File: src/ide_disk_pkg.sv
// ide disk shared types: register map, commands, controller states, status bits, buffer sizes
package ide_disk_pkg;

   // {cs, da} register addresses, one name per address
   typedef enum logic [4:0]
   {
      REG_NONE    = 5'h00,    // no register selected
      ATA_ALTER   = 5'h0e,
      ATA_DATA    = 5'h10,
      ATA_ERROR   = 5'h11,
      ATA_SECCNT  = 5'h12,
      ATA_SECNUM  = 5'h13,
      ATA_CYLLOW  = 5'h14,
      ATA_CYLHIGH = 5'h15,
      ATA_DRVHEAD = 5'h16,
      ATA_STATUS  = 5'h17,
      ATA_DEVCTRL = 5'h1e
   } ata_reg_e;

   // write-direction names of the shared addresses
   localparam ata_reg_e ATA_FEATURE = ATA_ERROR;
   localparam ata_reg_e ATA_COMMAND = ATA_STATUS;

   typedef enum logic [7:0]
   {
      CMD_READ  = 8'h20,
      CMD_WRITE = 8'h30
   } ata_cmd_e;

   typedef enum logic [1:0]
   {
      ST_IDLE,
      ST_READ_XFER,
      ST_WRITE_XFER
   } ctrl_state_e;

   localparam logic [7:0] STATUS_DRDY = 8'h40;
   localparam logic [7:0] STATUS_DSC  = 8'h10;
   localparam logic [7:0] STATUS_DRQ  = 8'h08;
   localparam logic [7:0] STATUS_ERR  = 8'h01;

   localparam logic [7:0] ERROR_ABRT = 8'h04;    // command aborted

   // four sectors of 256 words, sector index from lba[1:0]
   localparam int BUF_WORDS        = 1024;
   localparam int WORDS_PER_SECTOR = 256;
   localparam int MAX_SECTORS      = 4;
   localparam int BUF_ADDR_W       = 10;

endpackage
File: src/ide_read_response.sv
// ide read response: loads buffer data, status or error onto the host data output
module ide_read_response
   import ide_disk_pkg::*;
(
   input  logic        ide_dior,
   input  logic        rst_n,
   input  logic [15:0] buf_rdata,
   input  logic        resp_rd_d,
   input  ata_reg_e    resp_sel_d,
   input  logic [7:0]  status_d,
   input  logic [7:0]  error_d,
   output logic [15:0] ide_data_out
);

   logic [15:0] rd_data;

   always_comb
   begin
      case (resp_sel_d)
         ATA_DATA:
            rd_data = buf_rdata;    // legal transfer read only
         ATA_STATUS:
            rd_data = {8'h00, status_d};
         ATA_ERROR:
            rd_data = {8'h00, error_d};
         default:
            rd_data = 16'h0000;
      endcase
   end

   always_ff @(posedge ide_dior)
   begin
      if (!rst_n)
         ide_data_out <= 16'h0000;
      else if (resp_rd_d)
         ide_data_out <= rd_data;    // held between reads
   end

endmodule

File: config.mk
export PLATFORM = sky130hd
export DESIGN_NAME = ide_read_response
export DESIGN_NICKNAME = d
export VERILOG_FILES = /design/src/ide_disk_pkg.sv /design/src/ide_read_response.sv
export SDC_FILE = /design/constraint.sdc
export NUM_CORES = 1
export LEC_CHECK = 0
export ABC_AREA = 1
export ABC_CLOCK_PERIOD_IN_PS = 1100
export CELL_PAD_IN_SITES_DETAIL_PLACEMENT = 1
export CELL_PAD_IN_SITES_GLOBAL_PLACEMENT = 2
export CORE_AREA = 5 5 56 63
export DETAILED_ROUTE_END_ITERATION = 7
export DIE_AREA = 0 0 61 68
export DONT_BUFFER_PORTS = 1
export MAX_ROUTING_LAYER = met4
export PLACE_DENSITY_LB_ADDON = 0.25
export SETUP_SLACK_MARGIN = 0.4
export SKIP_CTS_REPAIR_TIMING = 1
export SLEW_MARGIN = 20
export SYNTH_ARGS = -nofsm -noshare
export SYNTH_HDL_FRONTEND = slang
export SYNTH_SLANG_ARGS = --single-unit
File: constraint.sdc
create_clock -name ide_dior -period 1.1 [get_ports ide_dior]
set_input_delay 0.055 -clock ide_dior [delete_from_list [all_inputs] [get_ports ide_dior]]
set_output_delay 0.055 -clock ide_dior [all_outputs]
set_load 0.01 [all_outputs]
# [Word-level counts from Yosys, hierarchy flattened]
# Index checks and enable logic that the tools add are counted.
[word_totals] regBits=16 latchBits=0 ram_bits=0 rom_bits=0 inputBits=40 out_inout_bits=16 word_cells=5 memories=0
[op_classes] n_addsub=0 multipliers=0 div_mod_pow=0 n_lt_le_gt_ge=0 eq_ne=3 shift=0 mux=1 n_bitwise=0 reduce_logical=0
[op_table] op="one-hot mux 16 bit (3 select lines)" count=1
[op_table] op="== test 5 bit (second input constant)" count=3

# [Depth between registers and ports, before layout]
[depth] ltp_word=2 mapped_depth=7

# [Worst setup path after synthesis]
# Ideal clock, no wire load.
[synth_timing] path_type="input -> register" start="in resp_sel_d[0]" end="reg ide_data_out[7]" setup_ps=70 arrival_time_ps=692 required_time_ps=1030 path_slack_ps=339 stages=6 path_buffers=1 cell_sequence="buf_2 > inv_1 > nand4_1 > nand3_1 > nand2_1 > a21oi_1"
[synth_between] elab_chain_cells=2 word_cells_on_any_way=4
[synth_rtl] element="from (decl)" line="ide_read_response.sv:9" text="input ata_reg_e resp_sel_d,"
[synth_rtl] element="== test 5 bit" line="ide_read_response.sv:19" text="case (resp_sel_d)"
[synth_rtl] element="one-hot mux 16 bit (3 select lines) (*)" line="ide_read_response.sv:19"
[synth_rtl] element="to (signal assigned)" line="ide_read_response.sv:36" text="ide_data_out <= rd_data;"
[synth_rtl] element="to (decl)" line="ide_read_response.sv:12" text="output logic [15:0] ide_data_out"
# Mark *: on every way between the ends. The rest lies on a longest branch, timed or not.
# A chain may end at the register's enable or synchronous reset.

# [Worst setup path in the final report]
[layout_timing] start="reg ide_data_out[0]" end="out ide_data_out[0]"
# No word-level cell between the ends.

==> summary.txt <==
Worst setup EP type = output pin
Finish-stage setup viols = 0
Min Tclk post-route = 708.0 ps
Post-route DRC = 0
Crit path kind = reg2out
Fmax = 1412 MHz
Std cell rows = 21
Sink Count = 16
Non-filler cells, final = 151
Max reg flops = 16
Ant diodes = 0
Req. time, crit path = 1040 ps
Post-DP HPWL = 2011 µm
Pins Over Slew Limit = 0
P&R area growth vs syn = 13.10%
Dpl ws = 94.58 ps
# placed instances = 143
First-pass GRT wire length = 3974 µm
Power Internal = 0.0007679 W
GRT Util Overall = 13.40%
Syn. warnings = 0
Worst slew pin tran = 356.3 ps
Final Skew = 0 ps
Clk slew on worst S/H paths = 90 ps
Commonest cells after routing, fill and taps aside = nand2_1 (27), nand4_1 (16), nand3_1 (16), a21oi_1 (15), dfxtp_2 (13)
Status = finished with violations
Leakage = 0.3267 nW
Die H = 68 µm
CP arrival = 650 ps
Sequential Power Share = 60.1%
Post-Synthesis Cells = 113
Power density cells = 1092 nW/µm²
Routability Congestion = 0.7448
Largest register by flop count = ide_data_out
Worst Hold Class = in2reg
Commonest non-fill, non-tap cell in the layout = nand2_1
Final wirelength = 2698 µm
Insertion delay to the later sink of the worst-skew pair = 280 ps
Synthesized area per cell = 7.352 µm²
Fin crit share = 64.37%
I/O Buffers = 0
Vias in the first global route = 876
Sequential fraction of the synthesis area = 38.55%
DR vias/cell = 5.589
CTS Buffer Depth = 2
Register area = 347.8 µm²
Comb pwr share = 10.7%
CTS H-Tree Depth = 1
Final hold vios = 16
Post-Syn Area = 830.8 µm²
Avg WL per Cell = 17.87 µm
Clk root buf = clkbuf_4
Top-Level Pins = 56
Setup TNS = 0 ps
Die area = 4148 µm²
Routed Antenna Nets = 0
Crit Path Max Fanout = 2
#FFs+latches synth = 16
Hold WS = -142.7 ps
Switching Fraction = 25.16%
Die X = 61 µm
Failing checks = hold timing
Fillers = 372
Final WS setup = 392.0 ps
Startpoint types = flip-flop
Clock power frac = 29.2%
Syn_nets = 153
Total of max-cap violations = 0
CTS tree = done
Layout cells sized above 1 = 27.35%
Initial antenna violation count = 0
Largest net degree at the start of global routing = 26
Initial DRC count = 17
Total CTS buffers = 3
Rel. slew slack = 76.22%
Routed vias = 844
Yosys cell types = 11
Worst IR Drop VDD = 0.7264 mV
Area occupied by multi-input gates = 445.4 µm²
Initial core utilization = 28.74%
Unrepaired setup endpoints after global routing = true
Final net count = 159
Psw = 0.0002581 W
Grt total ovfl = 0
Largest regs = ide_data_out: 16 flops
Drt pass-1 iters = 4
Core Footprint = 2890 µm²
-- layout make-up --
cell class                      instances  share of cell area [%]
Clock buffer                            3                   2.397
Inverter                                5                   2.530
Timing Repair Buffer                    6                   6.125
Multi-Input combinational cell         87                   47.40
Sequential cell                        16                   37.02
Tap cell                               34                   4.527
-- worst reg2reg max path: stages (launching register included) --
cell and delay [ps]:
dfxtp_2 350, o21ai_0 150, a21oi_1 50
-- kinds of logic after synthesis --
logic type | synth area share (%)
buffers and inverters | 8.282
AOI/OAI and AO/OA | 14.46
and+or+nand+nor | 38.71
DFF | 38.55
-- metal layers --
metal	GRT usage, %	vias up	share of wire [%]	wire length [µm]
li1	-	413	-	-
met1	13.02	399	38	1019
met2	24.20	30	53	1433
met3	6.415	2	8.6	232
met4	2.439	0	0.48	13
met5	-	-	0	0
-- Yosys cell counts --
cell | n | share of area (%)
nand2_1 | 27 | 12
a21oi_1 | 16 | 9.6
dfxtp_1 | 16 | 39
nand3_1 | 16 | 9.6
nand4_1 | 16 | 12
o21ai_0 | 8 | 4.8
inv_1 | 5 | 2.3
buf_6 | 4 | 5.4
nor2_4 | 3 | 4.1
buf_2 | 1 | 0.60
nor2_2 | 1 | 0.75
-- power by group through the flow --
stage | clock, W | combinational (W) | sequential [W]
finish | 0.000299 | 0.000110 | 0.000617
global route | 0.000347 | 0.000121 | 0.000620
CTS | 0.000314 | 0.0000892 | 0.000620
detailed placement | 0 | 0.0000893 | 0.000632
global placement | 0 | 0.0000847 | 0.000633
floorplan | 0 | 0.0000952 | 0.000628
-- path summary, 6_finish.rpt --
| check | start | to | slack, ps | cells after the start |
|---|---|---|---|---|
| setup reg to reg | ide_data_out[10]$_SDFFE_PN0P_ | ide_data_out[10]$_SDFFE_PN0P_ | 440 | 2 |
| hold reg to reg | ide_data_out[7]$_SDFFE_PN0P_ | ide_data_out[7]$_SDFFE_PN0P_ | 500 | 2 |
| setup / recovery | ide_data_out[0]$_SDFFE_PN0P_ | ide_data_out[0] | 390 | 0 |
| hold / removal | resp_rd_d | ide_data_out[12]$_SDFFE_PN0P_ | -140 | 1 |
-- per-stage QoR --
step | power [W] | utilization [%] | hold WS (ps) | cell area, µm²
floorplan | 0.0007234 | - | 193.4 | 835.8
global placement | 0.0007175 | 28.92 | 152.6 | 835.8
detailed placement | 0.0007218 | 28.92 | 156.7 | 835.8
CTS | 0.001023 | 29.70 | -148.8 | 858.3
global route | 0.001089 | 32.51 | -174.6 | 939.7
finish | 0.001026 | 32.51 | -142.7 | 939.7
Note: power is estimated with default switching activity, not from simulation.
