### config.mk
export PLATFORM = sky130hd
export DESIGN_NAME = ide_bus_decode
export DESIGN_NICKNAME = d
export VERILOG_FILES = /design/src/ide_disk_pkg.sv /design/src/ide_bus_decode.sv
export SDC_FILE = /design/constraint.sdc
export NUM_CORES = 1
export LEC_CHECK = 0
export ABC_CLOCK_PERIOD_IN_PS = 1100
export BUFFER_PORTS_ARGS = -buffer_cell sky130_fd_sc_hd__buf_4
export CORE_MARGIN = 5
export CORE_UTILIZATION = 40
export CTS_BUF_LIST = sky130_fd_sc_hd__clkbuf_4 sky130_fd_sc_hd__clkbuf_8
export DETAILED_ROUTE_END_ITERATION = 6
export PLACE_DENSITY = 0.84
export SYNTH_ARGS = -nofsm -noshare
export SYNTH_HDL_FRONTEND = slang
export SYNTH_SLANG_ARGS = --single-unit
### constraint.sdc
create_clock -name ide_dior -period 1.1 [get_ports ide_dior]
set_input_delay 0.22 -clock ide_dior [delete_from_list [all_inputs] [get_ports ide_dior]]
set_output_delay 0.22 -clock ide_dior [all_outputs]
set_load 0.05 [all_outputs]
### src/ide_disk_pkg.sv
// ide disk shared types: register map, commands, controller states, status bits, buffer sizes
package ide_disk_pkg;

   // {cs, da} register addresses, one name per address
   typedef enum logic [4:0]
   {
      REG_NONE    = 5'h00,    // no register selected
      ATA_ALTER   = 5'h0e,
      ATA_DATA    = 5'h10,
      ATA_ERROR   = 5'h11,
      ATA_SECCNT  = 5'h12,
      ATA_SECNUM  = 5'h13,
      ATA_CYLLOW  = 5'h14,
      ATA_CYLHIGH = 5'h15,
      ATA_DRVHEAD = 5'h16,
      ATA_STATUS  = 5'h17,
      ATA_DEVCTRL = 5'h1e
   } ata_reg_e;

   // write-direction names of the shared addresses
   localparam ata_reg_e ATA_FEATURE = ATA_ERROR;
   localparam ata_reg_e ATA_COMMAND = ATA_STATUS;

   typedef enum logic [7:0]
   {
      CMD_READ  = 8'h20,
      CMD_WRITE = 8'h30
   } ata_cmd_e;

   typedef enum logic [1:0]
   {
      ST_IDLE,
      ST_READ_XFER,
      ST_WRITE_XFER
   } ctrl_state_e;

   localparam logic [7:0] STATUS_DRDY = 8'h40;
   localparam logic [7:0] STATUS_DSC  = 8'h10;
   localparam logic [7:0] STATUS_DRQ  = 8'h08;
   localparam logic [7:0] STATUS_ERR  = 8'h01;

   localparam logic [7:0] ERROR_ABRT = 8'h04;    // command aborted

   // four sectors of 256 words, sector index from lba[1:0]
   localparam int BUF_WORDS        = 1024;
   localparam int WORDS_PER_SECTOR = 256;
   localparam int MAX_SECTORS      = 4;
   localparam int BUF_ADDR_W       = 10;

endpackage
### src/ide_bus_decode.sv
// ide bus decode: registers the host bus and turns cs/da into a register select and access strobes
module ide_bus_decode
   import ide_disk_pkg::*;
(
   input  logic        ide_dior,
   input  logic        rst_n,
   input  logic [1:0]  ide_cs,
   input  logic [2:0]  ide_da,
   input  logic [15:0] ide_data_in,
   input  logic        ide_rd,
   input  logic        ide_wr,
   output logic        acc_rd,
   output logic        acc_wr,
   output ata_reg_e    acc_sel,
   output logic [15:0] acc_data
);

   logic [4:0] addr;
   ata_reg_e   sel_d;
   logic       hit;

   assign addr = {ide_cs, ide_da};

   always_comb
   begin
      case (addr)
         ATA_ALTER, ATA_DATA, ATA_ERROR, ATA_SECCNT, ATA_SECNUM,
         ATA_CYLLOW, ATA_CYLHIGH, ATA_DRVHEAD, ATA_STATUS, ATA_DEVCTRL:
            sel_d = ata_reg_e'(addr);
         default:
            sel_d = REG_NONE;
      endcase
   end

   assign hit = (sel_d != REG_NONE);

   always_ff @(posedge ide_dior)
   begin
      if (!rst_n)
      begin
         acc_rd  <= 1'b0;
         acc_wr  <= 1'b0;
         acc_sel <= REG_NONE;
      end
      else
      begin
         acc_rd  <= ide_rd & ~ide_wr & hit;    // write wins when both strobes set
         acc_wr  <= ide_wr & hit;
         acc_sel <= sel_d;
      end
   end

   always_ff @(posedge ide_dior)
      acc_data <= ide_data_in;

endmodule

Yosys cells after proc, flatten, opt, wreduce, memory -nomap -nowiden

Index checks and enable logic that the tools add are counted.

Equal/unequal tests: 10
Muxes and demuxes: 1
Bitwise gates (word level): 4
Reduce and logical (&&, ||, !) cells: 2

Operator list:

| cell                                          | count |
|---|---|
| == test 5 bit, second input constant          | 9 |
| OR reduction 10 bit                           | 1 |
| == test 5 x 4 -> 1 bit, second input constant | 1 |
| two-way mux 5 bit                             | 1 |
| nonzero test 5 bit                            | 1 |
| bitwise AND 1 bit                             | 3 |
| NOT 1 bit                                     | 1 |

Bits in registers: 23
Bits of input ports: 25
Output and inout port bits: 23
Word-level logic and storage cells: 21

Longest topological paths before layout

Gate-level depths: netlist of the first run.

Word-level depth: 5
Mapped depth: 2
Depth with buffers taken out: 2

Worst setup path before layout of the first run

OpenSTA, ideal clock, no wires.

Kind: reg-to-output
From: register acc_data[0]
To: output acc_data[0]
Arrival time: 0.587 ns
Setup slack: 0.293 ns
Stages on the path, launching flop included: 1
Buffers on the path: 0
Cell sequence: dfxtp_1

RTL lines:

| item                   | RTL line             | source |
|---|---|---|
| from (decl)            | ide_bus_decode.sv:15 | `output logic [15:0] acc_data` |
| from (signal assigned) | ide_bus_decode.sv:54 | `acc_data <= ide_data_in;` |

No word-level cell between the ends.

Worst setup path in the final report of the first run

From: register acc_data[10]
To: output acc_data[10]

No word-level cell between the ends.

==> metrics.md, run 1 <==
| Metric | Value |
|---|---|
| Status | `finished clean` |
| Initial antenna violation count | `0` |
| Die Area | `between 2000 and 2500 um^2` |
| Post-Syn Area | `between 500 and 600 um^2` |
| Max-Cap Viols | `0` |
| Area growth from synthesis to layout | `102%` |
| VDD IR max | `0.950 mV` |
| GR Overflow Total | `0` |
| Hold WC Path Type | `in -> reg` |
| Number of CTS-inserted buffers | `3` |
| Synth async-reset ratio | `0%` |
| Share of post-route cells with drive strength above 1 | `slightly below 50%` |
| Sequential cell area fraction in the yosys report | `83.4%` |
| Hold Path Origin | `ide_cs[0]` |
| Final Cycle Share | `a little over nine tenths` |
| Rows | `13` |
| Avg WL per Cell | `14.0 um` |
| Number of synthesized flops with an enable pin | `0` |
| Antenna Nets Post-Route | `0` |
| Crit path capture type | `primary output` |
| CP top delay family | `flip-flops` |
| TNS Setup | `0 ps` |
| Crit Path Category | `reg -> out` |
| Ys Warns | `0` |
| Setup-failing EPs final | `0` |
| TritonCTS Sinks | `23` |
| Die height | `47.1 um` |
| Yosys reg bits | `23` |
| Remaining DRCs | `0` |
| Slew headroom | `89.6%` |
| Crit-path max cell delay | `around 350 ps` |
| Most Used Layer, Global Route | `met2` |
| Post-synth top cells | `dfxtp_1 (23), a21oi_1 (5), nand2_1 (5)` |
| Critical path's slowest cell | `dfxtp_1` |
| Largest net degree at the start of global routing | `13` |
| Clock Tree Root | `clkbuf_4` |
| Max Clk Rate | `between 900 and 1000 MHz` |
| Met3 Usage GRT | `between 6 and 7%` |
| Power density over the cells | `1440 nW/um^2` |
| I/O Pins | `between 40 and 50` |
| Worst EP arrival | `around 850 ps` |
| Setup bufs post-CTS | `0` |
| Min Tclk post-route | `1070 ps` |
| Vias in the first global route | `about 400` |
| Initial Util | `a little over two fifths` |
| PortBufs | `47` |
| FILL cells | `between 70 and 80` |
| Gpl congestion | `0.698` |
| Cell taking the most area after synthesis | `dfxtp_1` |
| Final hold vios | `0` |
| Crit path launch | `acc_data[10]$_DFF_P_` |
| Die Wd | `about 47 um` |
| H-tree levels | `1` |
| Synth Instances | `39` |
| Clock Tree Buf Depth | `2` |
| Req. time, crit path | `between 800 and 900 ps` |
| Global-route wire length before repair | `approximately 1.6 mm` |
| Core Footprint | `roughly 1300 um^2` |
| Diode count | `0` |
| Slew Viols, Final | `0` |
| Initial DRC Count | `1` |
| Synth Flop Type | `dfxtp_1` |
| Syn_area_per_cell | `~14 um^2` |
| CP Launch Type | `flip-flop` |
| Met2 Use GR | `between 20% and 30%` |
| Critical path depth | `1` |
| Via-per-instance ratio | `between 4 and 5` |
| DRT Wirelength | `1.69 mm` |
| CTS tree | `built` |
| Met1 GRT Util | `roughly 8.3%` |
| Clock slew at reported path FFs | `~110 ps` |
| # nets final | `between 100 and 150` |
| Worst slew pin tran | `approximately 160 ps` |
| Total track usage | `10.5%` |
| Most common cell in the netlist | `dfxtp_1` |
| Synth cell types | `8` |
| Pleak | `0.541 nW` |
| PnR Total Power | `~1.6 mW` |
| Pre-CTS setup slack | `309 ps` |
| Worst-path fanout max | `1` |
| Setup ws final | `about 30 ps` |
| Post-synth top area share | `between 80% and 90%` |
| Drt first pass iters | `2` |
| Vias | `519` |
| CP Buf/Inv Count | `1` |
| CP Cell Sequence | `buf_4` |
| Area contributors post-synth | `dfxtp_1 (83%), a21oi_1 (4.5%), nand2_1 (3.4%)` |
| Syn Nets | `64` |
| Critical Path End | `acc_data[10]` |
per-stage QoR:
stage / utilization [%] / instance area, um^2 / hold WS [ps] / std cells
3_3_place_gp: 71.0 / 923 / 325 / 101
6_report: 85.9 / 1120 / 115 / 121
4_1_cts: 73.3 / 953 / 18.4 / 105
3_5_place_dp: 71.0 / 923 / 326 / 101
5_1_grt: 85.9 / 1120 / 97.9 / 121
2_1_floorplan: - / 552 / 248 / 39
cells in the final DEF (no fill, tap or decap):
master	n
buf_4	46
dfxtp_1	23
dlygate4sd3_1	16
nand2_1	5
a21oi_1	5
clkbuf_4	4
nand3b_1	2
nand4b_2	1
nand2b_1	1
nor3b_1	1
nor2_1	1
buf_6	1
cell type report:
type	instances	area, um^2	share of cell area, %
well taps	15	18.8	1.68
clock buffers	4	30.0	2.69
multi-input cells	16	91.3	8.17
flip-flops and latches	23	460	41.2
repair buffers	63	517	46.2
kinds of logic after synthesis:
family / synth area share, %
compound gates: 4.53
flops: 83.4
simple gates: 12.0
worst min-delay path by stage:
stage          depth (start not counted)                     to  slack (ps)
2_1_floorplan                          0    acc_data[0]$_DFF_P_         250
3_3_place_gp                           1   acc_data[15]$_DFF_P_         320
3_5_place_dp                           1   acc_data[12]$_DFF_P_         330
4_1_cts                                1   acc_data[15]$_DFF_P_          20
5_1_grt                                2  acc_sel[0]$_SDFF_PN0_         100
6_report                               2  acc_sel[0]$_SDFF_PN0_         120
per-layer routing:
metal	share of wire [%]	up-vias
met4	2.2	0
li1	-	263
met5	0	-
met2	53	29
met3	12	4
met1	32	223
registers in the layout, indices dropped and copies added (netlist names):
signal	flops
acc_data	16
acc_sel	5
acc_rd	1
acc_wr	1
repair_timing:
item | CTS | global route
hold buffers | 0 | 16
hold endpoints to repair | 0 | 16
resized for setup | 0 | 1
setup endpoints to repair | 0 | 1
where the power goes:
part	switching [mW]	total, mW	leakage, nW	internal, mW
Combinational	0.191	0.340	0.331	0.148
Sequential	0.0126	0.884	0.192	0.872
Clock	0.219	0.384	0.0184	0.165
No activity file was read; power rests on OpenSTA's default activity.
==> run 2: changes to the inputs <==
ABC_AREA = 1   (was default)
GPL_ROUTABILITY_DRIVEN = 0   (was default)
==> run 2 against run 1 <==
Synthesized cell count grew 10%. Sequential power is 0.5% lower. Count of clock-buffer cells in the layout stayed put. Final cell count down 5.8%. Fmax grew 3.3%. Total power decreased by 2.9%. Global-route usage up 1.4 points. Largest cell class is now registers. Largest power group unchanged. Highest routed layer is now met3.
==> metrics.md, run 2 <==
| Metric | Value |
|---|---|
| Status | `finished clean` |
| Slew Viols, Final | `0` |
| Diode count | `0` |
| Power density over the cells | `1560 nW/um^2` |
| Post-Syn Area | `roughly 550 um^2` |
| Critical path's slowest cell | `dfxtp_1` |
| Min Tclk post-route | `about 1000 ps` |
| Initial Util | `approximately 42%` |
| Worst slew pin tran | `156 ps` |
| Clock Tree Root | `clkbuf_4` |
| CP top delay family | `flip-flops` |
| Biggest regs | `acc_data: 16 flops, acc_sel: 5 flops` |
| # nets final | `around 130` |
| Final Cycle Share | `about 94%` |
| Area growth from synthesis to layout | `82.0%` |
| I/O Pins | `48` |
| Core Footprint | `approximately 1300 um^2` |
| Commonest non-fill, non-tap cell in the layout | `buf_4` |
| Vias | `~470` |
| Cell taking the most area after synthesis | `dfxtp_1` |
| Area contributors post-synth | `dfxtp_1 (84%), nand2_1 (4.8%), a21oi_1 (4.5%)` |
| Sequential cell area fraction in the yosys report | `between 80% and 90%` |
| Pleak | `between 0.5 and 0.6 nW` |
| Crit-path max cell delay | `around 340 ps` |
| CTS tree | `built` |
| Setup bufs post-CTS | `0` |
| Req. time, crit path | `around 880 ps` |
| GR Overflow Total | `0` |
| Remaining DRCs | `0` |
| H-tree levels | `1` |
| Crit path capture type | `primary output` |
| Crit Path Category | `reg -> out` |
| Initial antenna violation count | `0` |
| CP Cell Sequence | `buf_4` |
| Die Area | `around 2200 um^2` |
| Die height | `47.1 um` |
| TritonCTS Sinks | `23` |
| Biggest register | `acc_data` |
| PortBufs | `47` |
| Clock Tree Buf Depth | `2` |
| Share of post-route cells with drive strength above 1 | `53.5%` |
| Worst-path fanout max | `1` |
| Synth Instances | `43` |
| Final hold vios | `0` |
| Worst EP arrival | `just over 800 ps` |
| Number of synthesized flops with an enable pin | `0` |
| Syn_area_per_cell | `around 13 um^2` |
| DRT Wirelength | `1.27 mm` |
| Antenna Nets Post-Route | `0` |
| Most frequent cells in the layout | `buf_4 (47), dfxtp_1 (23), nand2_1 (7)` |
| WHS | `23.8 ps` |
| CP Launch Type | `flip-flop` |
| Max reg flops | `16` |
| Initial DRC Count | `0` |
| Max-Cap Viols | `0` |
| Slew headroom | `89.5%` |
| Die Wd | `between 40 and 50 um` |
| Via-per-instance ratio | `4.14` |
| Synth async-reset ratio | `0%` |
| Yosys reg bits | `23` |
| Dpl hpwl | `approximately 1.1 mm` |
| Ys Warns | `0` |
| DP Area | `approximately 920 um^2` |
| RSZ-0062 raised after global routing | `no` |
| VDD IR max | `approximately 0.95 mV` |
| Total track usage | `a little under an eighth` |
| Clock slew at reported path FFs | `110 ps` |
| Synth cell types | `8` |
| CP Buf/Inv Count | `1` |
| Hold WC Path Type | `in -> reg` |
| TNS Setup | `0 ps` |
| Most common cell in the netlist | `dfxtp_1` |
| Global-route wire length before repair | `1.77 mm` |
| Max Clk Rate | `around 970 MHz` |
| Vias in the first global route | `between 400 and 500` |
| Fin area | `1000 um^2` |
| Rows | `13` |
| Avg WL per Cell | `between 10 and 15 um` |
| Synth Flop Type | `dfxtp_1` |
| Drt first pass iters | `1` |
| Post-synth top cells | `dfxtp_1 (23), nand2_1 (7), a21oi_1 (5)` |
| Post-synth top area share | `between 80 and 90%` |
| Syn Nets | `68` |
| Largest net degree at the start of global routing | `13` |
| Setup-failing EPs final | `0` |
| Number of CTS-inserted buffers | `3` |
## run 2: final timing paths
check / endpoint / start / depth (start not counted)
min: acc_data[3]$_DFF_P_ / ide_data_in[3] / 1
max: acc_data[13] / acc_data[13]$_DFF_P_ / 1
## run 2: kinds of logic after synthesis
logic type             synth area share (%)
flip-flops                             83.6
AO/OA/AOI/OAI                          4.54
AND/OR/NAND/NOR                        9.78
buffers and inverters                  2.05
## run 2: what timing repair did
action | 4_1_cts | 5_1_grt
endpoints found under the hold margin | 0 | 5
gates resized for setup | 0 | 0
hold buffers | 0 | 5
## run 2: area by class of cell
type                    count  area (um^2)
flip-flops and latches     23          460
repair buffers             52          403
fillers                   101          299
multi-input cells          17         78.8
clock buffers               4         30.0
well taps                  15         18.8
inverters                   3         11.3
## run 2: layer usage
layer | GRT usage, % | up-vias | share of wire, %
met2 | 23.0 | 25 | 55
met5 | 0 | - | 0
met4 | 4.97 | 0 | 0
met3 | 7.66 | 0 | 15
li1 | - | 244 | -
met1 | 8.96 | 203 | 30
## run 2: report_power, final
group          total (mW)  switching, mW  internal [mW]
Combinational       0.298          0.178          0.119
Clock               0.384          0.219          0.165
Sequential          0.880        0.00934          0.871
## run 2: stage by stage
step	setup slack, ps	total power [mW]	util [%]	std cells
2_1_floorplan	293	1.05	-	43
3_3_place_gp	357	1.18	70.9	105
3_5_place_dp	304	1.19	70.9	105
4_1_cts	42.1	1.56	73.2	109
5_1_grt	6.00	1.64	77.0	114
6_report	63.9	1.56	77.0	114
