`src/ide_disk_pkg.sv`:
```
// ide disk shared types: register map, commands, controller states, status bits, buffer sizes
package ide_disk_pkg;

   // {cs, da} register addresses, one name per address
   typedef enum logic [4:0]
   {
      REG_NONE    = 5'h00,    // no register selected
      ATA_ALTER   = 5'h0e,
      ATA_DATA    = 5'h10,
      ATA_ERROR   = 5'h11,
      ATA_SECCNT  = 5'h12,
      ATA_SECNUM  = 5'h13,
      ATA_CYLLOW  = 5'h14,
      ATA_CYLHIGH = 5'h15,
      ATA_DRVHEAD = 5'h16,
      ATA_STATUS  = 5'h17,
      ATA_DEVCTRL = 5'h1e
   } ata_reg_e;

   // write-direction names of the shared addresses
   localparam ata_reg_e ATA_FEATURE = ATA_ERROR;
   localparam ata_reg_e ATA_COMMAND = ATA_STATUS;

   typedef enum logic [7:0]
   {
      CMD_READ  = 8'h20,
      CMD_WRITE = 8'h30
   } ata_cmd_e;

   typedef enum logic [1:0]
   {
      ST_IDLE,
      ST_READ_XFER,
      ST_WRITE_XFER
   } ctrl_state_e;

   localparam logic [7:0] STATUS_DRDY = 8'h40;
   localparam logic [7:0] STATUS_DSC  = 8'h10;
   localparam logic [7:0] STATUS_DRQ  = 8'h08;
   localparam logic [7:0] STATUS_ERR  = 8'h01;

   localparam logic [7:0] ERROR_ABRT = 8'h04;    // command aborted

   // four sectors of 256 words, sector index from lba[1:0]
   localparam int BUF_WORDS        = 1024;
   localparam int WORDS_PER_SECTOR = 256;
   localparam int MAX_SECTORS      = 4;
   localparam int BUF_ADDR_W       = 10;

endpackage
```
`src/ide_task_file.sv`:
```
// ide task file: holds sector count, sector number, cylinder and drive/head, presents the lba
module ide_task_file
   import ide_disk_pkg::*;
(
   input  logic        ide_dior,
   input  logic        rst_n,
   input  logic        acc_wr,
   input  ata_reg_e    acc_sel,
   input  logic [15:0] acc_data,
   output logic [27:0] lba,
   output logic [7:0]  seccnt
);

   logic [7:0] seccnt_r;
   logic [7:0] secnum_r;
   logic [7:0] cyllow_r;
   logic [7:0] cylhigh_r;
   logic [3:0] head_r;    // only the lba nibble, single drive

   always_ff @(posedge ide_dior)
   begin
      if (!rst_n)
      begin
         seccnt_r  <= 8'h00;
         secnum_r  <= 8'h00;
         cyllow_r  <= 8'h00;
         cylhigh_r <= 8'h00;
         head_r    <= 4'h0;
      end
      else if (acc_wr)
      begin
         case (acc_sel)
            ATA_SECCNT:
               seccnt_r <= acc_data[7:0];
            ATA_SECNUM:
               secnum_r <= acc_data[7:0];
            ATA_CYLLOW:
               cyllow_r <= acc_data[7:0];
            ATA_CYLHIGH:
               cylhigh_r <= acc_data[7:0];
            ATA_DRVHEAD:
               head_r <= acc_data[3:0];
            // accepted, no effect
            ATA_FEATURE, ATA_ALTER, ATA_DEVCTRL:
            begin
            end
            default:
            begin
            end
         endcase
      end
   end

   // lba28: head nibble, cyl high, cyl low, sector number
   assign lba    = {head_r, cylhigh_r, cyllow_r, secnum_r};
   assign seccnt = seccnt_r;

endmodule

```
`config.mk`:
```
export PLATFORM = sky130hd
export DESIGN_NAME = ide_task_file
export DESIGN_NICKNAME = d
export VERILOG_FILES = /design/src/ide_disk_pkg.sv /design/src/ide_task_file.sv
export SDC_FILE = /design/constraint.sdc
export NUM_CORES = 1
export LEC_CHECK = 0
export BUFFER_PORTS_ARGS = -buffer_cell sky130_fd_sc_hd__buf_2
export CORE_AREA = 2 2 62 64
export CTS_CLUSTER_DIAMETER = 40
export DETAILED_ROUTE_END_ITERATION = 8
export DIE_AREA = 0 0 64 66
export PLACE_DENSITY = 0.79
export SKIP_CTS_REPAIR_TIMING = 1
export SLEW_MARGIN = 20
export SYNTH_ARGS = -nofsm -noshare
export SYNTH_HDL_FRONTEND = slang
export SYNTH_SLANG_ARGS = --single-unit
```
`constraint.sdc`:
```
create_clock -name ide_dior -period 2 [get_ports ide_dior]
set_clock_uncertainty 0.1 [all_clocks]
set_input_delay 0.4 -clock ide_dior [delete_from_list [all_inputs] [get_ports ide_dior]]
set_output_delay 0.4 -clock ide_dior [all_outputs]
set_load 0.01 [all_outputs]
```
* Word-level counts from Yosys, hierarchy flattened
Index checks and enable logic that the tools add are counted.
** Word-level totals
- Register bits :: 36
- Bits of input ports :: 24
- Output and inout port bits :: 36
- Word-level logic and storage cells :: 15
** Cells by class
- Equal/unequal tests :: 5
- Reduce and logical (&&, ||, !) cells :: 5
** Operators with widths (number)
- 5-bit equality test, second input constant :: 5
- 2-bit AND reduction :: 5

* Logic depth before layout (Yosys ltp)
Gate-level depths: netlist of run 1.
- Depth after elaboration :: 2
- Depth in mapped cells :: 4
- Depth with buffers taken out :: 3

* Least setup slack after synthesis of run 1
OpenSTA, ideal clock, no wires.
- Path kind :: input to register
- From :: input port acc_sel[3]
- To :: register cyllow_r[0]
- Library setup time :: 0.121 ns
- Data arrival time :: 1.135 ns
- Data required time :: 1.779 ns
- Setup slack :: 0.644 ns
- Stages :: 4
- Path buffers :: 1
- Path through :: nand4b_1 -> or3_1 -> buf_6 -> mux2i_1
** On the way
- Longest elaborated chain between the ends :: 2
** Ends and longest elaborated chain
- from (decl) :: line ide_task_file.sv:8 : input ata_reg_e acc_sel,
- 5-bit equality test :: line ide_task_file.sv:32 : case (acc_sel)
- 2-bit AND reduction (no line)
- to (signal assigned) :: line ide_task_file.sv:38 : cyllow_r <= acc_data[7:0];
- to (decl) :: line ide_task_file.sv:16 : logic [7:0] cyllow_r;
No other way between the ends.
A chain may end at the register's enable or synchronous reset.

* Final worst setup path of run 1
- From :: register seccnt_r[3], in the netlist seccnt[3]
- To :: output port seccnt[3]
** RTL lines
- from (decl) :: line ide_task_file.sv:14 : logic [7:0] seccnt_r;
- from (signal assigned) :: line ide_task_file.sv:34 : seccnt_r <= acc_data[7:0];
- to (decl) :: line ide_task_file.sv:11 : output logic [7:0] seccnt
No word-level cell between the ends.

==> results_dict.tcl, run 1 <==
set metrics [dict create \
    status "finished, final reports clean" \
    p_leak_nw 0.894 \
    routabilityCongestion 0.699 \
    finalSetupViolations 0 \
    min-delay-start "acc_data[7]" \
    whs_endpoint "seccnt[7]" \
    reg2regPathDepth 2 \
    gr-usage-all-layers_pct 15.0 \
    finalSetupTns_ns 0 \
    fp.dieH_um 66 \
    synth_nets 157 \
    cts_buffers 5 \
    min_period_ns 1.34 \
    start_util_pct 39.0 \
    grt_pass1_wl_um 4670 \
    routed_via_density 4.61 \
    slew-limit-headroom_pct 64.2 \
    dieArea_um2 4220 \
    holdPathStages 3 \
    critPathLaunchType "flop" \
    critPathSlowestCell "dfxtp_1" \
    rows 22 \
    ant_nets 0 \
    cp_num_buf_inv 1 \
    vias 1084 \
    drc 0 \
    fin_crit_sh_pct 66.9 \
    first_pass_iters 4 \
    max-cap-violations 0 \
    grt_max_degree 33 \
    cp_max_fo 2 \
    reg2reg_to "seccnt[3]" \
    r2r_slack_ns 1.26 \
    path_class "flop to primary output" \
    area_growth_pct 24.3 \
    synth_seq_cells 36 \
    fillers 346 \
    cts_root_buffer "clkbuf_4" \
    h-tree-depth 2 \
    drive_above_1_share_pct 34.2 \
    netlist_area_um2 1390 \
    final_area_um2 1720 \
    crit_path_cell_trace "buf_2" \
    slew_violations 0 \
    grt_pass1_vias 985 \
    cts_tree "yes" \
    holdWs_ns 0.287 \
    hold_class "input pin to flop" \
    powerDensity_nw_per_um2 693 \
    avgRoutedWirePerCell_um 12.3 \
    pin_count 60 \
    crit_family "flip-flops" \
    synthCells 133 \
    cts_num_sinks 36 \
    clock.fmax_mhz 747 \
    clockBufferDepth 2 \
    placed_area_um2 1660 \
    clk_latency_ns 0.33 \
    clk_pin_slew_ns 0.10 \
    ys_types 15 \
    core-area_um2 3550 \
    portBuffers 51 \
    cpPeakStageDelay_ns 0.37 \
    final_util_pct 48.5 \
    ir_worst_vdd_mv 0.287 \
    grt-ovfl-total 0 \
    rsz0062_at_grt "no" \
    place_hpwl_um 2120 \
    cp.arrival_ns 0.84 \
    avgSynthCellArea_um2 10.4 \
    wl_um 2890 \
    die_x_um 64 \
    nNetsFinal 210 \
    drt_iter0_drc 37 \
    worst_pin_slew_ns 0.538 \
    grt_antenna_before_repair 0 \
    diodes 0 \
    ys_seq_area_share_pct 52.0 \
    yosysWarningCount 0 \
    hold_viol_final 0 \
    required_ns 1.50 \
    r2r-start "seccnt[3]" \
    cp-end-kind "primary output" \
]
## per-layer routing
layer	track usage, %	routed length (µm)
met2	22.1	1240
met5	0	0
met3	5.96	214
met4	7.34	61
met1	19.1	1370
## cell usage in the layout, fill, tap and decap left out
cell type  netlist  final
clkbuf_4         0      5
and4bb_2         2      2
nand3b_1         1      1
or3_1            1      1
mux2i_1         36     36
nand4b_1         1      1
clkbuf_8         0      1
buf_2            3     51
nand3_1          1      1
buf_4            1      4
and3_1           1      1
nor3b_2          0      1
dfxtp_1         36     36
nand2_1         44     44
clkbuf_1         1      2
## synth_stat cells (all sizes together)
library cell	number	share of area [%]
nand4b	1	0.63
nand3	1	0.36
and4bb	2	1.8
clkbuf	1	0.27
nand3b	1	0.54
nor3b	1	0.54
nand2	44	12
dfxtp	36	52
or3	1	0.45
buf	7	4.1
mux2i	36	26
dlymetal6s2s	1	0.90
and3	1	0.45
## logic make-up after synthesis
kind of cell	share of synthesized area (%)
and+or+nand+nor	16.7
muxes	26.0
DFF	52.0
buffers and inverters	5.24
## tightest hold or removal path, delay by kind of cell
kind / cells / cell delay [ns]
buffers and inverters: 1 / 0.07
multiplexers: 1 / 0.12
AND/OR/NAND/NOR: 1 / 0.08
## how the worst max path moves through the flow
stage / from / endpoint / cells past startpoint
6_report: seccnt[3] / seccnt[3] / 1
5_1_grt: seccnt[1] / seccnt[1] / 1
4_1_cts: seccnt[1] / seccnt[1] / 1
3_5_place_dp: acc_sel[3] / cyllow_r[4] / 4
3_3_place_gp: acc_sel[0] / seccnt[1] / 4
2_1_floorplan: acc_sel[3] / cyllow_r[0] / 4
## report_power, final
part,leakage [nW],switching (W),internal [W]
clock network,0.0326,0.000225,0.000174
registers,0.290,0.00000259,0.000722
logic,0.572,0.0000417,0.0000281
total,0.894,0.000269,0.000923
## state kept, by name, summed over array words and instances, names as in the netlist
name       flops
cyllow_r       8
secnum_r       8
cylhigh_r      8
head_r         4
seccnt         8
## stage by stage
stage / total power [W] / std cells / worst slack [ns]
6_report: 0.00119 / 235 / 0.661
3_3_place_gp: 0.000810 / 227 / 0.319
2_1_floorplan: 0.000783 / 133 / 0.644
3_5_place_dp: 0.000811 / 227 / 0.314
5_1_grt: 0.00125 / 235 / 0.605
4_1_cts: 0.00121 / 235 / 0.653
## cell type report
class | instances | area (µm²) | area share (%)
repair buffers | 55 | 285 | 16.6
well taps | 48 | 60.1 | 3.49
multi-input cells | 88 | 597 | 34.7
clock buffers | 8 | 58.8 | 3.42
flip-flops and latches | 36 | 721 | 41.9
(Power assumes the default switching activity.)
==> inputs of run 2 (changes only) <==
==> constraint.sdc (replaced) <==
create_clock -name ide_dior -period 1.3 [get_ports ide_dior]
set_clock_uncertainty 0.1 [all_clocks]
set_input_delay 0.26 -clock ide_dior [delete_from_list [all_inputs] [get_ports ide_dior]]
set_output_delay 0.26 -clock ide_dior [all_outputs]
set_load 0.01 [all_outputs]
==> run 2 against run 1 <==
Against the previous run:
- non-clock buffer count is 4 higher
- final cell count is 1.3% higher
- setup slack worse by 0.55 ns
- sequential power is 53% higher
- cell area is 2.5% higher
- total power is 49% higher
- worst hold slack worse by 0.13 ns
- critical path depth stayed put
- critical endpoint is now seccnt[6]
- largest cell class unchanged
==> results_dict.tcl, run 2 (synthesis results as in run 1) <==
set metrics [dict create \
    slew-limit-headroom_pct 82.9 \
    core-area_um2 3550 \
    rsz0062_at_grt "no" \
    cpPeakStageDelay_ns 0.36 \
    diodes 0 \
    nNetsFinal 214 \
    ant_nets 0 \
    die_x_um 64 \
    p_switching_w 0.000412 \
    status "finished, final reports clean" \
    r2r-start "seccnt[6]" \
    crit_path_cell_trace "buf_2" \
    final.setup.worst_slack_ns 0.116 \
    place_hpwl_um 2100 \
    fin_crit_sh_pct 91.1 \
    grt_pass1_wl_um 4600 \
    clk_latency_ns 0.33 \
    sw_frac_of_total_pct 23.2 \
    cts_root_buffer "clkbuf_4" \
    critPathSlowestCell "dfxtp_1" \
    drt_iter0_drc 51 \
    clockBufferDepth 2 \
    powerDensity_nw_per_um2 1010 \
    cts_num_sinks 36 \
    grt_pass1_vias 1008 \
    hold_class "input pin to flop" \
    cp.arrival_ns 0.82 \
    min-delay-start "acc_data[7]" \
    h-tree-depth 2 \
    finalSetupViolations 0 \
    hold_viol_final 0 \
    grt_busiest_layer "met2" \
    portBuffers 51 \
    drc 0 \
    path_class "flop to primary output" \
    vias 1098 \
    worst_pin_slew_ns 0.256 \
    start_util_pct 39.0 \
    grt-ovfl-total 0 \
    p_leak_nw 0.915 \
    cp-startpoint "seccnt[6]" \
    pwr-share-clk_pct 30.5 \
    gr-usage-all-layers_pct 14.3 \
    cts_tree "yes" \
    met2_usage_pct 21.2 \
    grt_antenna_before_repair 0 \
    final_cell_mix "buf_2 (51), nand2_1 (44), mux2i_1 (36), dfxtp_1 (36), buf_4 (6)" \
    ir_worst_vdd_mv 0.331 \
    clk_pin_slew_ns 0.10 \
    dp_slack_ns -0.126 \
    critPathLaunchType "flop" \
    pin_count 60 \
    grt_max_degree 29 \
    internal-power_w 0.00136 \
    drive_above_1_share_pct 35.8 \
    avgRoutedWirePerCell_um 12.1 \
    routed_via_density 4.61 \
    cts_buffers 5 \
    layout_commonest_cell "buf_2" \
    first_pass_iters 4 \
    area_growth_pct 27.4 \
    crit_family "flip-flops" \
    cp-end-kind "primary output" \
    cp_max_fo 2 \
    p_total_w 0.00177 \
    fp.dieH_um 66 \
    dieArea_um2 4220 \
    routabilityCongestion 0.711 \
    rows 22 \
    required_ns 0.94 \
    cp_num_buf_inv 1 \
    globalRouteMet1Util_pct 18.1 \
    holdWs_ns 0.153 \
    clock.fmax_mhz 845 \
    min_period_ns 1.18 \
    wl_um 2880 \
    slew_violations 0 \
    share_comb_of_total_power_pct 6.7 \
    seq_power_share_pct 62.8 \
    use_met3_pct 5.79 \
    max-cap-violations 0 \
]
run 2: changes by cell type in the layout (fill, tap and decap cells not counted), sizes merged:
cell    delta
buf        +4
clkbuf     -2
clkinv     +1
run 2: worst min-delay path, delay by kind of cell:
family | cells | cell delay [ns]
AND/OR/NAND/NOR | 1 | 0.11
buffers and inverters | 1 | 0.10
multiplexers | 1 | 0.08
run 2: worst paths after layout:
| kind | cells after the start | to | slack (ns) |
|---|---|---|---|
| max | 1 | seccnt[6] | 0.12 |
| min | 3 | seccnt[7] | 0.15 |
| max reg2reg | 2 | seccnt[6] | 0.60 |
| min reg2reg | 2 | cylhigh_r[2] | 0.36 |
run 2: final cells by class:
| class | count | area [µm²] |
|---|---|---|
| clock inverters | 1 | 5.00 |
| flip-flops and latches | 36 | 721 |
| repair buffers | 59 | 340 |
| multi-input cells | 88 | 597 |
| well taps | 48 | 60.1 |
| clock buffers | 6 | 41.3 |
| fillers | 335 | 1790 |
run 2: per-layer routing:
metal | routed length (µm) | part of all wire [%]
met4 | 50 | 1.7
met5 | 0 | 0
met2 | 1200 | 42
met1 | 1390 | 48
met3 | 242 | 8.4
run 2: metrics by stage:
stage | setup TNS [ns] | area, µm² | instances | utilization (%)
after floorplan | 0 | 1390 | 133 | -
after global routing | 0 | 1760 | 238 | 49.7
after global placement | -1.44 | 1720 | 231 | 48.4
final | 0 | 1760 | 238 | 49.7
after detailed placement | -1.78 | 1720 | 231 | 48.4
after CTS | 0 | 1760 | 238 | 49.7
run 2: power groups by stage:
stage	sequential, W	clock [W]	combinational (W)
after floorplan	0.00114	0	0.0000608
final	0.00111	0.000541	0.000118
after global routing	0.00112	0.000604	0.000131
after detailed placement	0.00114	0	0.000118
after CTS	0.00111	0.000554	0.000119
after global placement	0.00114	0	0.000118
==> inputs of run 3 (changes only) <==
--- a/config.mk
+++ b/config.mk
@@ -12,7 +12,7 @@
 export DIE_AREA = 0 0 64 66
 export PLACE_DENSITY = 0.79
 export SKIP_CTS_REPAIR_TIMING = 1
-export SLEW_MARGIN = 20
+export SLEW_MARGIN = 25
 export SYNTH_ARGS = -nofsm -noshare
 export SYNTH_HDL_FRONTEND = slang
 export SYNTH_SLANG_ARGS = --single-unit
==> constraint.sdc (replaced) <==
create_clock -name ide_dior -period 1.3 [get_ports ide_dior]
set_clock_uncertainty 0.1 [all_clocks]
set_input_delay 0.13 -clock ide_dior [delete_from_list [all_inputs] [get_ports ide_dior]]
set_output_delay 0.13 -clock ide_dior [all_outputs]
set_load 0.02 [all_outputs]
==> run 3 against run 2 <==
Against the previous run:
- final cell count increased by 0.84%
- first-iteration DRC count increased by 16%
- core utilization increased by 0.99 points
- routed wire length increased by 3.8%
- worst hold slack got worse by 0.12 ns
- via count increased by 1.0%
- highest routed layer unchanged
==> results_dict.tcl, run 3 (synthesis results as in run 1) <==
set metrics [dict create \
    cts_num_sinks 36 \
    worst_pin_slew_ns 0.265 \
    cts_root_buffer "clkbuf_4" \
    cp.arrival_ns 0.88 \
    cp-startpoint "cyllow_r[2]" \
    cts_tree "yes" \
    h-tree-depth 2 \
    reg2regPathDepth 2 \
    grt_pass1_vias 990 \
    holdWs_ns 0.0297 \
    area_growth_pct 29.9 \
    status "finished, final reports clean" \
    routed_via_density 4.62 \
    portBuffers 51 \
    layout_commonest_cell "buf_2" \
    fillers 336 \
    grt_pass1_wl_um 4760 \
    grt-ovfl-total 0 \
    required_ns 1.07 \
    p_total_w 0.00187 \
    seqCellArea_um2 721 \
    gr-usage-all-layers_pct 14.9 \
    min_period_ns 1.11 \
    internal-power_w 0.00142 \
    finalSetupTns_ns 0 \
    r2r_slack_ns 0.59 \
    place_hpwl_um 2240 \
    fp.dieH_um 66 \
    die_x_um 64 \
    p_switching_w 0.000442 \
    cts_buffers 5 \
    multi_input_area_um2 597 \
    rsz0062_at_grt "no" \
    cp_max_fo 2 \
    critPathLaunchType "flop" \
    cp-end-kind "primary output" \
    clock.fmax_mhz 901 \
    fin_crit_sh_pct 85.4 \
    rows 22 \
    diodes 0 \
    grt_max_degree 21 \
    grt_antenna_before_repair 0 \
    avgRoutedWirePerCell_um 12.5 \
    share_comb_of_total_power_pct 6.9 \
    powerDensity_nw_per_um2 1040 \
    hold_class "input pin to flop" \
    drc 0 \
    slew-limit-headroom_pct 82.3 \
    final.setup.worst_slack_ns 0.190 \
    seq_power_share_pct 59.8 \
    hold_viol_final 0 \
    pwr-share-clk_pct 33.3 \
    r2r-start "cyllow_r[2]" \
    crit_family "flip-flops" \
    pin_count 60 \
    drt_iter0_drc 59 \
    ir_worst_vdd_mv 0.297 \
    routabilityCongestion 0.684 \
    nNetsFinal 215 \
    ant_nets 0 \
    core-area_um2 3550 \
    p_leak_nw 0.934 \
    final_cell_mix "buf_2 (51), nand2_1 (44), mux2i_1 (36), dfxtp_1 (36), buf_4 (6)" \
    start_util_pct 39.0 \
    clk_latency_ns 0.32 \
    wl_um 2990 \
    slew_violations 0 \
    drive_above_1_share_pct 37.0 \
    cpPeakStageDelay_ns 0.37 \
    reg2reg_to "cyllow_r[2]" \
    critPathSlowestCell "dfxtp_1" \
    finalSetupViolations 0 \
    path_class "flop to primary output" \
    endpoint "lba[10]" \
    clk_pin_slew_ns 0.12 \
    dp_slack_ns 0.00315 \
    first_pass_iters 4 \
    clockBufferDepth 2 \
    vias 1109 \
    dieArea_um2 4220 \
    max-cap-violations 0 \
    cp_num_cells 1 \
    sw_frac_of_total_pct 23.7 \
    crit_path_cell_trace "buf_2" \
    cp_num_buf_inv 1 \
]
## run 3: changes by cell type in the layout (fill, tap and decap cells not counted)
cell,delta
clkinv_2,+1
clkbuf_8,+1
buf_12,+1
clkbuf_1,-1
## run 3: layout make-up
type,count,share of cell area [%]
clock inverter,2,0.556
tap,48,3.34
multi-input combinational,88,33.2
sequential,36,40.1
timing repair buffer,60,20.0
clock buffer,6,2.85
## run 3: worst register-to-register path, stage by stage (launching register included)
cell and delay (ns):
dfxtp_1 0.37, nand2_1 0.07, mux2i_1 0.12
## run 3: power groups by stage
stage / registers, W / clock network, W / logic, W
3_3_place_gp: 0.00114 / 0 / 0.000128
2_1_floorplan: 0.00115 / 0 / 0.0000608
6_report: 0.00111 / 0.000622 / 0.000129
3_5_place_dp: 0.00114 / 0 / 0.000129
5_1_grt: 0.00112 / 0.000703 / 0.000141
4_1_cts: 0.00111 / 0.000635 / 0.000130
## run 3: worst min path at each step
| stage | from | endpoint | cells past startpoint |
|---|---|---|---|
| 2_1_floorplan | acc_data[4] | cyllow_r[4] | 2 |
| 3_3_place_gp | cylhigh_r[3] | cylhigh_r[3] | 2 |
| 3_5_place_dp | secnum_r[4] | secnum_r[4] | 2 |
| 4_1_cts | acc_data[7] | seccnt[7] | 3 |
| 5_1_grt | acc_data[7] | seccnt[7] | 3 |
| 6_report | acc_data[4] | seccnt[4] | 3 |
## run 3: stage by stage
step	util, %	instances	instance area, µm²
after global routing	50.7	240	1800
after global placement	48.9	232	1740
after floorplan	-	133	1390
final	50.7	240	1800
after CTS	50.7	240	1800
after detailed placement	48.9	232	1740
## run 3: per-layer routing
metal | share of wire, % | global-route usage, % | vias up
met4 | 1.6 | 6.52 | 0
met2 | 44 | 21.5 | 34
met3 | 6.7 | 4.77 | 5
met5 | 0 | 0 | -
li1 | - | - | 559
met1 | 48 | 20.1 | 511
